[config.mk]
export PLATFORM = sky130hd
export DESIGN_NAME = flow_top
export DESIGN_NICKNAME = d
export VERILOG_FILES = /design/src/hw/flow_pkg.sv /design/src/hw/cfg_bank.sv /design/src/hw/flow_in_stage.sv /design/src/hw/alu_lite.sv /design/src/hw/flow_out_stage.sv /design/src/hw/flow_top.sv
export SDC_FILE = /design/constraint.sdc
export NUM_CORES = 1
export LEC_CHECK = 0
export BUFFER_PORTS_ARGS = -buffer_cell sky130_fd_sc_hd__buf_2
export CORE_UTILIZATION = 35
export DETAILED_ROUTE_END_ITERATION = 10
export HOLD_SLACK_MARGIN = 0.08
export PLACE_DENSITY_LB_ADDON = 0.05
export SLEW_MARGIN = 20
export SYNTH_ARGS = -nofsm -noshare
export SYNTH_HDL_FRONTEND = slang
export SYNTH_HIERARCHICAL = 1
export SYNTH_SLANG_ARGS = --single-unit
[constraint.sdc]
create_clock -name clk -period 6.33 [get_ports clk]
set_input_delay 0.3165 -clock clk [delete_from_list [all_inputs] [get_ports clk]]
set_output_delay 0.3165 -clock clk [all_outputs]
set_load 0.005 [all_outputs]
[src/hw/flow_pkg.sv]
`default_nettype none

package flow_pkg;

   // bus geometry
   localparam int data_w  = 32;
   localparam int n_slots = 4;
   localparam int slot_w  = 2;

   localparam int slot_in_a = 0;
   localparam int slot_in_b = 1;
   localparam int slot_alu0 = 2;
   localparam int slot_alu1 = 3;

   // alu config word, msb first: sela, selb, self_loop, fns
   localparam int fns_w         = 3;
   localparam int alu_conf_w    = 8;
   localparam int conf_sela_lsb = 6;
   localparam int conf_selb_lsb = 4;
   localparam int conf_loop_bit = 3;
   localparam int conf_fns_lsb  = 0;

   localparam int cfg_addr_w = 2;
   localparam logic [cfg_addr_w-1:0] cfg_alu0 = 2'd0;
   localparam logic [cfg_addr_w-1:0] cfg_alu1 = 2'd1;
   localparam logic [cfg_addr_w-1:0] cfg_out  = 2'd2;

   localparam logic [fns_w-1:0] fn_add     = 3'd0;
   localparam logic [fns_w-1:0] fn_sub     = 3'd1;
   localparam logic [fns_w-1:0] fn_cmp_sig = 3'd2;
   localparam logic [fns_w-1:0] fn_mux     = 3'd3;
   localparam logic [fns_w-1:0] fn_or      = 3'd4;
   localparam logic [fns_w-1:0] fn_and     = 3'd5;
   localparam logic [fns_w-1:0] fn_max     = 3'd6;
   localparam logic [fns_w-1:0] fn_min     = 3'd7;

   // input, two alus and output stage, plus one spare cycle
   localparam int out_fill = 7;

endpackage

`default_nettype wire

[src/hw/cfg_bank.sv]
`timescale 1ns/10ps
`default_nettype none

module cfg_bank
   import flow_pkg::*;
(
   input  logic                  clk,
   input  logic                  rst,
   input  logic                  cfg_we,
   input  logic [cfg_addr_w-1:0] cfg_addr,
   input  logic [alu_conf_w-1:0] cfg_data,
   input  logic                  cfg_commit,
   output logic [alu_conf_w-1:0] alu0_conf,
   output logic [alu_conf_w-1:0] alu1_conf,
   output logic [slot_w-1:0]     out_sel
);

   logic [alu_conf_w-1:0] shadow_alu0;
   logic [alu_conf_w-1:0] shadow_alu1;
   logic [alu_conf_w-1:0] shadow_out;

   // shadow words, written one at a time
   always_ff @(posedge clk or posedge rst) begin
      if (rst) begin
         shadow_alu0 <= '0;
         shadow_alu1 <= '0;
         shadow_out  <= '0;
      end else if (cfg_we) begin
         case (cfg_addr)
            cfg_alu0: shadow_alu0 <= cfg_data;
            cfg_alu1: shadow_alu1 <= cfg_data;
            cfg_out:  shadow_out  <= cfg_data;
            default: begin
               // address 3 is not mapped
            end
         endcase
      end
   end

   // active words switch together on commit
   always_ff @(posedge clk or posedge rst) begin
      if (rst) begin
         alu0_conf <= '0;
         alu1_conf <= '0;
         out_sel   <= '0;
      end else if (cfg_commit) begin
         alu0_conf <= shadow_alu0;
         alu1_conf <= shadow_alu1;
         // output stage only needs a slot index
         out_sel   <= shadow_out[slot_w-1:0];
      end
   end

endmodule

`default_nettype wire

[src/hw/flow_in_stage.sv]
`timescale 1ns/10ps
`default_nettype none

module flow_in_stage
   import flow_pkg::*;
(
   input  logic              clk,
   input  logic              rst,
   input  logic              din_ld,
   input  logic [data_w-1:0] din_a,
   input  logic [data_w-1:0] din_b,
   output logic [data_w-1:0] slot_a,
   output logic [data_w-1:0] slot_b
);

   // operands stay put between loads so feedback loops see fixed inputs
   always_ff @(posedge clk or posedge rst) begin
      if (rst) begin
         slot_a <= '0;
         slot_b <= '0;
      end else if (din_ld) begin
         slot_a <= din_a;
         slot_b <= din_b;
      end
   end

endmodule

`default_nettype wire

[src/hw/alu_lite.sv]
`timescale 1ns/10ps
`default_nettype none

module alu_lite
   import flow_pkg::*;
(
   input  logic                      clk,
   input  logic                      rst,
   input  logic                      run,
   input  logic [n_slots*data_w-1:0] flow,
   input  logic [alu_conf_w-1:0]     conf,
   output logic [data_w-1:0]         result
);

   logic [slot_w-1:0] sela;
   logic [slot_w-1:0] selb;
   logic              self_loop;
   logic [fns_w-1:0]  fns;

   logic [data_w-1:0] op_a;
   logic [data_w-1:0] op_b;
   logic [data_w-1:0] op_a_reg;
   logic [data_w-1:0] op_b_reg;
   logic [data_w-1:0] op_a_int;

   logic              sub_op;
   logic              sign_ext;
   logic [data_w:0]   a_ext;
   logic [data_w:0]   b_ext;
   logic [data_w:0]   sum;
   logic [data_w-1:0] result_nxt;

   // config fields
   assign sela      = conf[conf_sela_lsb +: slot_w];
   assign selb      = conf[conf_selb_lsb +: slot_w];
   assign self_loop = conf[conf_loop_bit];
   assign fns       = conf[conf_fns_lsb +: fns_w];

   // operand pick from the bus
   assign op_a = flow[sela*data_w +: data_w];
   assign op_b = flow[selb*data_w +: data_w];

   always_ff @(posedge clk or posedge rst) begin
      if (rst) begin
         op_a_reg <= '0;
         op_b_reg <= '0;
      end else if (run) begin
         op_a_reg <= op_a;
         op_b_reg <= op_b;
      end
   end

   // in self-loop mode raw a turns into a control word
   assign op_a_int = self_loop ? result : op_a_reg;

   always_comb begin
      sub_op   = 1'b0;
      sign_ext = 1'b0;
      case (fns)
         fn_sub: begin
            sub_op = 1'b1;
         end
         fn_cmp_sig, fn_max, fn_min: begin
            sub_op   = 1'b1;
            sign_ext = 1'b1;
         end
         default: begin
            sub_op = 1'b0;
         end
      endcase
   end

   // one 33 bit adder, b + a or b - a
   assign a_ext = {sign_ext & op_a_int[data_w-1], op_a_int};
   assign b_ext = {sign_ext & op_b_reg[data_w-1], op_b_reg};
   assign sum   = b_ext + (a_ext ^ {(data_w+1){sub_op}}) + {{data_w{1'b0}}, sub_op};

   always_comb begin
      result_nxt = sum[data_w-1:0];
      case (fns)
         fn_add: begin
            if (self_loop && op_a_reg[data_w-1])
               result_nxt = op_b_reg;
         end
         fn_sub: begin
            result_nxt = sum[data_w-1:0];
         end
         fn_cmp_sig: begin
            // msb carries b < a
            result_nxt = {sum[data_w], sum[data_w-2:0]};
         end
         fn_mux: begin
            if (op_a_reg[data_w-1])
               result_nxt = op_b_reg;
            else if (self_loop)
               result_nxt = result;
            else
               result_nxt = '0;
         end
         fn_or: begin
            result_nxt = op_a_int | op_b_reg;
         end
         fn_and: begin
            result_nxt = op_a_int & op_b_reg;
         end
         fn_max: begin
            if (self_loop && op_a_reg[data_w-1])
               result_nxt = result;
            else if (!sum[data_w])
               result_nxt = op_b_reg;
            else
               result_nxt = op_a_int;
         end
         fn_min: begin
            if (self_loop && op_a_reg[data_w-1])
               result_nxt = result;
            else if (!sum[data_w])
               result_nxt = op_a_int;
            else
               result_nxt = op_b_reg;
         end
         default: begin
            result_nxt = sum[data_w-1:0];
         end
      endcase
   end

   always_ff @(posedge clk or posedge rst) begin
      if (rst)
         result <= '0;
      else if (run)
         result <= result_nxt;
   end

endmodule

`default_nettype wire

[src/hw/flow_out_stage.sv]
`timescale 1ns/10ps
`default_nettype none

module flow_out_stage
   import flow_pkg::*;
(
   input  logic                      clk,
   input  logic                      rst,
   input  logic                      run,
   input  logic [n_slots*data_w-1:0] flow,
   input  logic [slot_w-1:0]         out_sel,
   output logic [data_w-1:0]         dout,
   output logic                      out_valid
);

   logic [$clog2(out_fill+1)-1:0] fill_cnt;

   always_ff @(posedge clk or posedge rst) begin
      if (rst)
         dout <= '0;
      else if (run)
         dout <= flow[out_sel*data_w +: data_w];
   end

   // run cycles seen so far, saturating
   always_ff @(posedge clk or posedge rst) begin
      if (rst)
         fill_cnt <= '0;
      else if (!run)
         fill_cnt <= '0;
      else if (fill_cnt != out_fill)
         fill_cnt <= fill_cnt + 1'b1;
   end

   // drops in the same cycle run goes low
   assign out_valid = run && (fill_cnt == out_fill);

endmodule

`default_nettype wire

[src/hw/flow_top.sv]
`timescale 1ns/10ps
`default_nettype none

module flow_top
   import flow_pkg::*;
(
   input  logic                  clk,
   input  logic                  rst,
   input  logic                  cfg_we,
   input  logic [cfg_addr_w-1:0] cfg_addr,
   input  logic [alu_conf_w-1:0] cfg_data,
   input  logic                  cfg_commit,
   input  logic                  din_ld,
   input  logic [data_w-1:0]     din_a,
   input  logic [data_w-1:0]     din_b,
   input  logic                  run,
   output logic [data_w-1:0]     dout,
   output logic                  out_valid
);

   wire [n_slots*data_w-1:0] flow;
   wire [alu_conf_w-1:0]     alu0_conf;
   wire [alu_conf_w-1:0]     alu1_conf;
   wire [slot_w-1:0]         out_sel;

   cfg_bank u_cfg (
      .clk        (clk),
      .rst        (rst),
      .cfg_we     (cfg_we),
      .cfg_addr   (cfg_addr),
      .cfg_data   (cfg_data),
      .cfg_commit (cfg_commit),
      .alu0_conf  (alu0_conf),
      .alu1_conf  (alu1_conf),
      .out_sel    (out_sel)
   );

   flow_in_stage u_in (
      .clk    (clk),
      .rst    (rst),
      .din_ld (din_ld),
      .din_a  (din_a),
      .din_b  (din_b),
      .slot_a (flow[slot_in_a*data_w +: data_w]),
      .slot_b (flow[slot_in_b*data_w +: data_w])
   );

   alu_lite alu0 (
      .clk    (clk),
      .rst    (rst),
      .run    (run),
      .flow   (flow),
      .conf   (alu0_conf),
      .result (flow[slot_alu0*data_w +: data_w])
   );

   alu_lite alu1 (
      .clk    (clk),
      .rst    (rst),
      .run    (run),
      .flow   (flow),
      .conf   (alu1_conf),
      .result (flow[slot_alu1*data_w +: data_w])
   );

   flow_out_stage u_out (
      .clk       (clk),
      .rst       (rst),
      .run       (run),
      .flow      (flow),
      .out_sel   (out_sel),
      .dout      (dout),
      .out_valid (out_valid)
   );

endmodule

`default_nettype wire

# Yosys cells after proc, flatten, opt, wreduce, memory -nomap -nowiden
# Index checks and enable logic that the tools add are counted.
# W data, S select, Z words.
word_totals:
  regBits: 327
  out_inout_bits: 33
  wordCells: 100
op_classes:
  addsub: 5
  eq_ne: 25
  shifts: 5
  n_mux: 24
  bitwise_logic: 10
  reduce_logical: 15
op_table:
  columns: ["operator", "n"]
  rows:
  - ["$shiftx A128 B8 Y32", 5]
  - ["$mux W32", 16]
  - ["$pmux W32 S8", 2]
  - ["$add A33 B1 Y33", 2]
  - ["$add A33 B33 Y33", 2]
  - ["$xor A33 B33 Y33", 2]
  - ["$and A32 B32 Y32", 2]
  - ["$or A32 B32 Y32", 2]
  - ["$eq A3 B3 Y1 const B", 9]
  - ["$eq A3 B2 Y1 const B", 4]
  - ["$ne A2 B2 Y1 const B", 4]
  - ["$reduce_and A4 Y1", 2]
  - ["$reduce_or A4 Y1", 2]
  - ["$eq A3 B1 Y1 const B", 2]
  - ["$logic_not A3 Y1", 2]
  - ["$mux W3", 2]
  - ["$ne A3 B2 Y1 const B", 2]
  - ["$reduce_and A2 Y1", 3]
  - ["$reduce_or A3 Y1", 2]
  - ["$and A1 B1 Y1", 4]
  - ["$mux W1", 4]
  - ["$add A3 B1 Y3 const B", 1]
  - ["$logic_and A1 B1 Y1", 3]
  - ["$ne A3 B3 Y1 const B", 1]
  - ["4 further kinds", 4]

# Logic depth before layout (Yosys ltp)
# Gate-level depths: netlist (run 1).
depth:
  word_depth: 10
  depth_mapped: 20
  depth_no_buf: 14

# Cells and area by module
# The synthesis (run 1) kept the hierarchy.
modules_own_cells:
  columns: ["mod", "instances", "cells_each", "area_per_inst_um2"]
  rows:
  - ["alu_lite at alu1", 1, 885, 8883.5]
  - ["alu_lite at alu0", 1, 877, 8793.4]
  - ["flow_in_stage", 1, 136, 2682.6]
  - ["flow_out_stage", 1, 192, 2235.9]
  - ["cfg_bank", 1, 78, 1357.6]

# Worst setup path before layout (run 1)
# Ideal clock, no wire load.
synth_timing:
  path_kind: "flip-flop to flip-flop"
  startpoint: "reg u_cfg.alu0_conf[3]"
  endpoint: "reg alu0.result[20]"
  t_arrival_ps: 4713
  required_time_ps: 6195
  setup_slack_ps: 1482
  stages_incl_launch_ff: 20
  synth_period_minus_slack_ps: 4848
  path_cell_list: "dfrtp_1 > buf_2 > buf_1 > clkbuf_1 > buf_1 > mux2i_1 > xor2_1 > ha_1 > clkbuf_1 > nand4_1 > a2111oi_0 > a21bo_2 > o31ai_4 > a21oi_4 > xnor2_4 > a31o_1 > buf_6 > buf_8 > a221oi_1 > o22ai_1"
synth_between:
  elab_chain_cells: 8
synth_rtl:
  columns: ["element", "line", "text"]
  rows:
  - ["from (decl)", "cfg_bank.sv:13", "output logic [alu_conf_w-1:0] alu0_conf,"]
  - ["from (signal assigned)", "cfg_bank.sv:47", "alu0_conf <= shadow_alu0;"]
  - ["$mux W32", "alu_lite.sv:54", "assign op_a_int = self_loop ? result : op_a_reg;"]
  - ["$and A1 B1 Y1", "alu_lite.sv:74", "assign a_ext = {sign_ext & op_a_int[data_w-1], op_a_int};"]
  - ["$xor A33 B33 Y33", "alu_lite.sv:76", "assign sum = b_ext + (a_ext ^ {(data_w+1){sub_op}}) + {{data_w{1'b0}}, sub_op};"]
  - ["$add A33 B33 Y33", "alu_lite.sv:76", null]
  - ["$add A33 B1 Y33", "alu_lite.sv:76", null]
  - ["$mux W32, on equally long branches", "alu_lite.sv:117, alu_lite.sv:109", null]
  - ["$mux W32, on equally long branches", "alu_lite.sv:115, alu_lite.sv:107", null]
  - ["$pmux W32 S8", "alu_lite.sv:80", "case (fns)"]
  - ["to (signal assigned)", "alu_lite.sv:132", "result <= result_nxt;"]
  - ["to (decl)", "alu_lite.sv:12", "output logic [data_w-1:0] result"]
# Several ways; a longest one is shown, not always the timed one. The select of a mux whose other input is x is not followed.
# A chain may end at the register's enable or synchronous reset.

# Worst setup path after layout (run 1)
layout_timing:
  startpoint: "reg u_cfg.alu0_conf[3]"
  endpoint: "reg alu0.result[28]"
# Same word-level chain as after synthesis.

==> metrics.cfg, run 1 <==
[detailed_routing]
drc=0
viasPerCell=5.93
drtIter0Drc=1610
wl_per_cell_um=27.0
drt-total-wl_um=86000
vias=18918
postRouteAntennaNets=0
dr.pass1.iters=5

[synth]
syn_area_per_cell_um2=11.0
synth_cell_types=95
synth-warning-count=6
synth-seq-cells=327
netlist_area_mm2=0.0240
synth_edf_count=0
syn-num-nets=2314
ys.flop_type=dfrtp_1
synthCells=2168
async_flop_share_pct=100
ys_seq_area_share_pct=34.2

[global_routing]
grt_pass1_vias=18893
grt_use_total_pct=24.7
antenna_found_initial=1
grt_max_degree=67
met1_usage_pct=38.0
grt_pass1_wl_um=130000
busiest_layer=met1
grt_remaining_overflow=0
grt_use_met3_pct=3.12
use_met2_pct=36.6

[setup_path]
worstPathArrival_ps=5730
cp_max_fo=34
slowest_stage=dfrtp_2
worstPathRequired_ps=6800
crit_path_cell_trace=buf_4, mux2_2, o21ai_0, fa_1, a21o_1, nand4_1, a211o_1, a21bo_2, o31ai_4, a21oi_4, xnor2_4, a31o_1, a221oi_1, a21oi_1
cp-start-kind=flip-flop
r2r_cells=14
crit_path_end_kind=flip-flop
path_class=reg -> reg
cpPeakStageDelay_ps=890

[sta]
post-route-period-util_pct=83.1
fmax_ghz=0.190
max_slew.worst_pin.slew_ps=1060
tns_ps=0
relSlewSlack_pct=29.3
rsz0062_at_grt=false
postLayoutSetupSlackWorst_ps=1070
finClkSkew_ps=17.1
drv_slew=0
min_period_ps=5260
setup_viol=0
hold_viol=0
fin_hold_ws_ps=203

[status]
status=completed

[floorplan]
num_rows=95
die-area_mm2=0.0695
core_mm2=0.0674
num_io_pins=113
die_height_um=264
initial_utilization_pct=35.5
fp.dieW_um=264

[final_layout]
area_delta_synth_final_pct=13.4
antenna_cells=0
final_common_cell=dfrtp_1
final_cell_mix=320 x dfrtp_1, 176 x mux2_2, 139 x nor2_1
nNetsFinal=2432
drive_gt1_share_pct=26.7

[place]
dpl_worst_slack_ps=1120
port_buffers=112
hpwlAfterDp_um=62400
gp_congestion=0.863

[clock_tree]
cts_resized=0
clk_latency_ps=560
cts-root-buf=clkbuf_16
htree_levels=2
cts_tree=yes
max-clock-path-buffers=3
clk_pin_slew_ps=60
numCtsBuffers=40
cts.sink_count=327

[min_path]
hold-path-cell-count=3
hold_path_class=in -> reg

[job]
drv_cap=0

==> repair_timing <==
item / 4_1_cts / 5_1_grt
endpoints found under the hold margin: 223 / 0
setup buffers: 0 / 0
setup endpoints to repair: 0 / 0
hold buffers: 73 / 0
==> through the flow <==
step                      instance area, µm²  std cells  utilization [%]
after floorplan                        24000       2168                -
after global placement                 25200       3044             37.3
after detailed placement               25200       3044             37.3
after CTS                              27200       3189             40.3
after global routing                   27200       3189             40.3
final                                  27200       3189             40.3
==> cells in the mapped netlist, drive strengths merged, types with 15 or more instances <==
library cell | number | area share (%)
o221ai | 42 | 1.5
nand2b | 46 | 1.2
inv | 38 | 0.60
buf | 62 | 1.9
mux4 | 128 | 12
a21o | 36 | 1.1
dfrtp | 327 | 34
a211oi | 19 | 0.66
o21ai | 121 | 2.5
nand2 | 114 | 1.8
xor2 | 73 | 2.7
mux2i | 127 | 5.4
xnor2 | 60 | 2.4
a31oi | 22 | 0.57
clkbuf | 88 | 1.4
nor2 | 139 | 2.2
a21oi | 123 | 2.6
o211ai | 34 | 1.1
ha | 64 | 3.3
nand3 | 25 | 0.52
mux2 | 237 | 12
a221oi | 25 | 0.94
nor2b | 15 | 0.39
==> critical path, delay by kind of cell (launching register included) <==
kind                       cells  cell delay, ps
muxes                          1             440
DFF                            1             890
AOI/OAI and AO/OA              9            2650
buffers and inverters          1             390
xor gates and xnor gates       1             350
adders and majority gates      1             270
and+or+nand+nor                1             130
==> routing by layer <==
layer  wire [µm]  part of all wire [%]  vias up
li1            -                     -     8509
met1       42900                    50     9809
met2       37500                    44      517
met3        3920                   4.6       83
met4        1720                   2.0        0
met5           0                     0        -
==> kinds of logic (layout without fill, tap and decap cells) <==
logic type	after synthesis	after routing	share of synthesized area, %
xor+xnor	133	133	5.02
compound gates	548	548	15.8
fa+ha+maj	66	66	3.51
mux	492	492	29.5
flops	327	327	34.2
buf+inv	188	336	3.90
simple gates	414	414	8.17
==> area by class of cell <==
type,instances,area (µm²)
Fill cell,6461,40200
Multi-Input combinational cell,1653,14900
Sequential cell,327,8190
Timing Repair Buffer,226,1610
Clock buffer,59,1170
Tap cell,873,1090
Inverter,38,148
Clock inverter,13,92.6
==> final timing paths <==
kind | end | from | slack, ps
worst max-delay path | alu0/result[28] | u_cfg/alu0_conf[3] | 1070
worst min-delay path | u_cfg/shadow_out[0] | cfg_we | 200
worst max register to register | alu0/result[28] | u_cfg/alu0_conf[3] | 1070
worst min register to register | u_out/dout[4] | u_out/dout[4] | 500
max in group asynchronous | alu0/op_b_reg[4] | rst | 4640
min in group asynchronous | u_in/slot_b[25] | rst | 270
Power of run 1 is not shown: default switching activity piles up to over one toggle a cycle in this logic, so the estimate is an artifact.
==> run 2: changes to the inputs <==
Clock period 6.33 ns to 4.2 ns, I/O delays scaled along.
==> run 2 against run 1 <==
Final cell count grew 4.1%; final area grew 5.3%; via count grew 2.5%; global-route usage shrank 0.18 points; register-to-register slack lost 940 ps; flip-flop and latch count is the same; hold slack lost 19 ps; clock skew grew 12 ps; die area is the same.
==> metrics.cfg, run 2 (same netlist as run 1, synthesis figures left out) <==
[final_layout]
multiInputGateArea_mm2=0.0151  ; +1.3%
area_delta_synth_final_pct=19.5
nNetsFinal=2563  ; +5.4%
seqCellArea_mm2=0.00819  ; unchanged
antenna_cells=0  ; unchanged
final_core_util_pct=42.5  ; +2.1 points
final_cell_mix=320 x dfrtp_1, 176 x mux2_2, 151 x buf_4
fillers=6370  ; -1.4%
final_common_cell=dfrtp_1
drive_gt1_share_pct=31.5  ; +4.8 points

[floorplan]
initial_utilization_pct=35.5  ; unchanged
die_height_um=264  ; unchanged
num_rows=95  ; unchanged
num_io_pins=113  ; unchanged
die-area_mm2=0.0695  ; unchanged
core_mm2=0.0674  ; unchanged
fp.dieW_um=264  ; unchanged

[sta]
finClkSkew_ps=29.3  ; +12.2 ps
tns_ps=0  ; unchanged
fmax_ghz=0.246  ; +29%
drv_slew=0  ; unchanged
max_slew.worst_pin.slew_ps=1050  ; -7.67 ps
rsz0062_at_grt=true
post-route-period-util_pct=96.8  ; +14 points
setup_viol=0  ; unchanged
hold_viol=0  ; unchanged
postLayoutSetupSlackWorst_ps=134  ; -938 ps
min_period_ps=4070  ; -1190 ps
relSlewSlack_pct=29.8  ; +0.51 points

[clock_tree]
clk_pin_slew_ps=60  ; about the same
max-clock-path-buffers=3  ; unchanged
cts.sink_count=327  ; unchanged
clk_latency_ps=580  ; +20 ps
cts-root-buf=clkbuf_16
cts_tree=yes
numCtsBuffers=40  ; unchanged
htree_levels=2  ; unchanged

[global_routing]
grt_use_total_pct=24.5  ; -0.18 points
grt_pass1_vias=19446  ; +2.9%
grt_max_degree=74  ; +10%
grt_remaining_overflow=0  ; unchanged
grt_pass1_wl_um=130000  ; +0.36%
antenna_found_initial=3  ; +2

[detailed_routing]
drtIter0Drc=1548  ; -3.9%
wl_per_cell_um=25.7  ; -4.9%
vias=19384  ; +2.5%
drc=0  ; unchanged
postRouteAntennaNets=0  ; unchanged
drt-total-wl_um=85200  ; -0.95%
viasPerCell=5.84  ; -1.6%
dr.pass1.iters=5  ; unchanged

[min_path]
hold-path-cell-count=3  ; unchanged
hold_path_class=in -> reg

[setup_path]
worstPathRequired_ps=4710  ; -2090 ps
crit_path_cell_trace=and2b_2, xnor2_4, buf_4, buf_12, xor2_1, ha_1, a21oi_1, o21ai_1, a221o_1, a32oi_2, o31ai_4, a2111o_1, o21ai_1, a221oi_2, buf_4, a21oi_1, a2bb2oi_1
cp_max_fo=15  ; -56%
slowest_stage=a2111o_1
worstPathArrival_ps=4570  ; -1160 ps
crit_path_end_kind=flip-flop
path_class=reg -> reg
cpPeakStageDelay_ps=420  ; -470 ps
r2r_cells=17  ; +3
cp-start-kind=flip-flop

[place]
port_buffers=112  ; unchanged
gp_congestion=0.870  ; +0.90%
dpl_worst_slack_ps=-86.6  ; -1200 ps
hpwlAfterDp_um=63800  ; +2.4%

[job]
drv_cap=0  ; unchanged

[status]
status=completed

[run 2: through the flow]
| stage | hold slack, ps | instance area, µm² | instances |
|---|---|---|---|
| after floorplan | 358 | 24000 | 2168 |
| after global placement | 294 | 26200 | 3155 |
| after detailed placement | 302 | 26200 | 3155 |
| after CTS | 186 | 28400 | 3308 |
| after global routing | 233 | 28600 | 3320 |
| final | 184 | 28600 | 3320 |
[run 2: worst paths after layout]
check	startpoint	endpoint	slack, ps
max reg2reg	u_cfg/alu0_conf[2]	alu0/result[29]	130
min in group asynchronous	rst	alu1/op_a_reg[25]	270
min	run	alu1/result[9]	180
max in group asynchronous	rst	alu0/result[26]	2720
min reg2reg	u_out/dout[3]	u_out/dout[3]	490
max	u_cfg/alu0_conf[2]	alu0/result[29]	130
[run 2: what timing repair did]
action,CTS,global route
buffers inserted,1,12
pin swaps,1,16
resized for setup,8,39
setup endpoints to repair,14,44
hold endpoints to repair,269,0
hold buffers,80,0
[run 2: layout make-up]
type                    count  area share [%]
multi-input cells        1653            52.6
clock buffers              61            4.16
flip-flops and latches    327            28.6
repair buffers            357            9.68
well taps                 873            3.82
clock inverters            11           0.586
inverters                  38           0.516
[run 2: worst max-delay path, delay by kind of cell (launching register included)]
| family | cells | cell delay, ps |
|---|---|---|
| compound gates | 10 | 2230 |
| buf+inv | 3 | 460 |
| flops | 1 | 380 |
| xor+xnor | 2 | 340 |
| simple gates | 1 | 290 |
| fa+ha+maj | 1 | 270 |
[run 2: layer usage]
layer	track usage (%)	up-vias	part of all wire [%]
li1	-	8804	-
met1	37.4	9977	50
met2	36.0	516	43
met3	3.94	85	5.5
met4	5.66	2	1.9
met5	0	-	0.014
Power of run 2 is left out for the same reason.
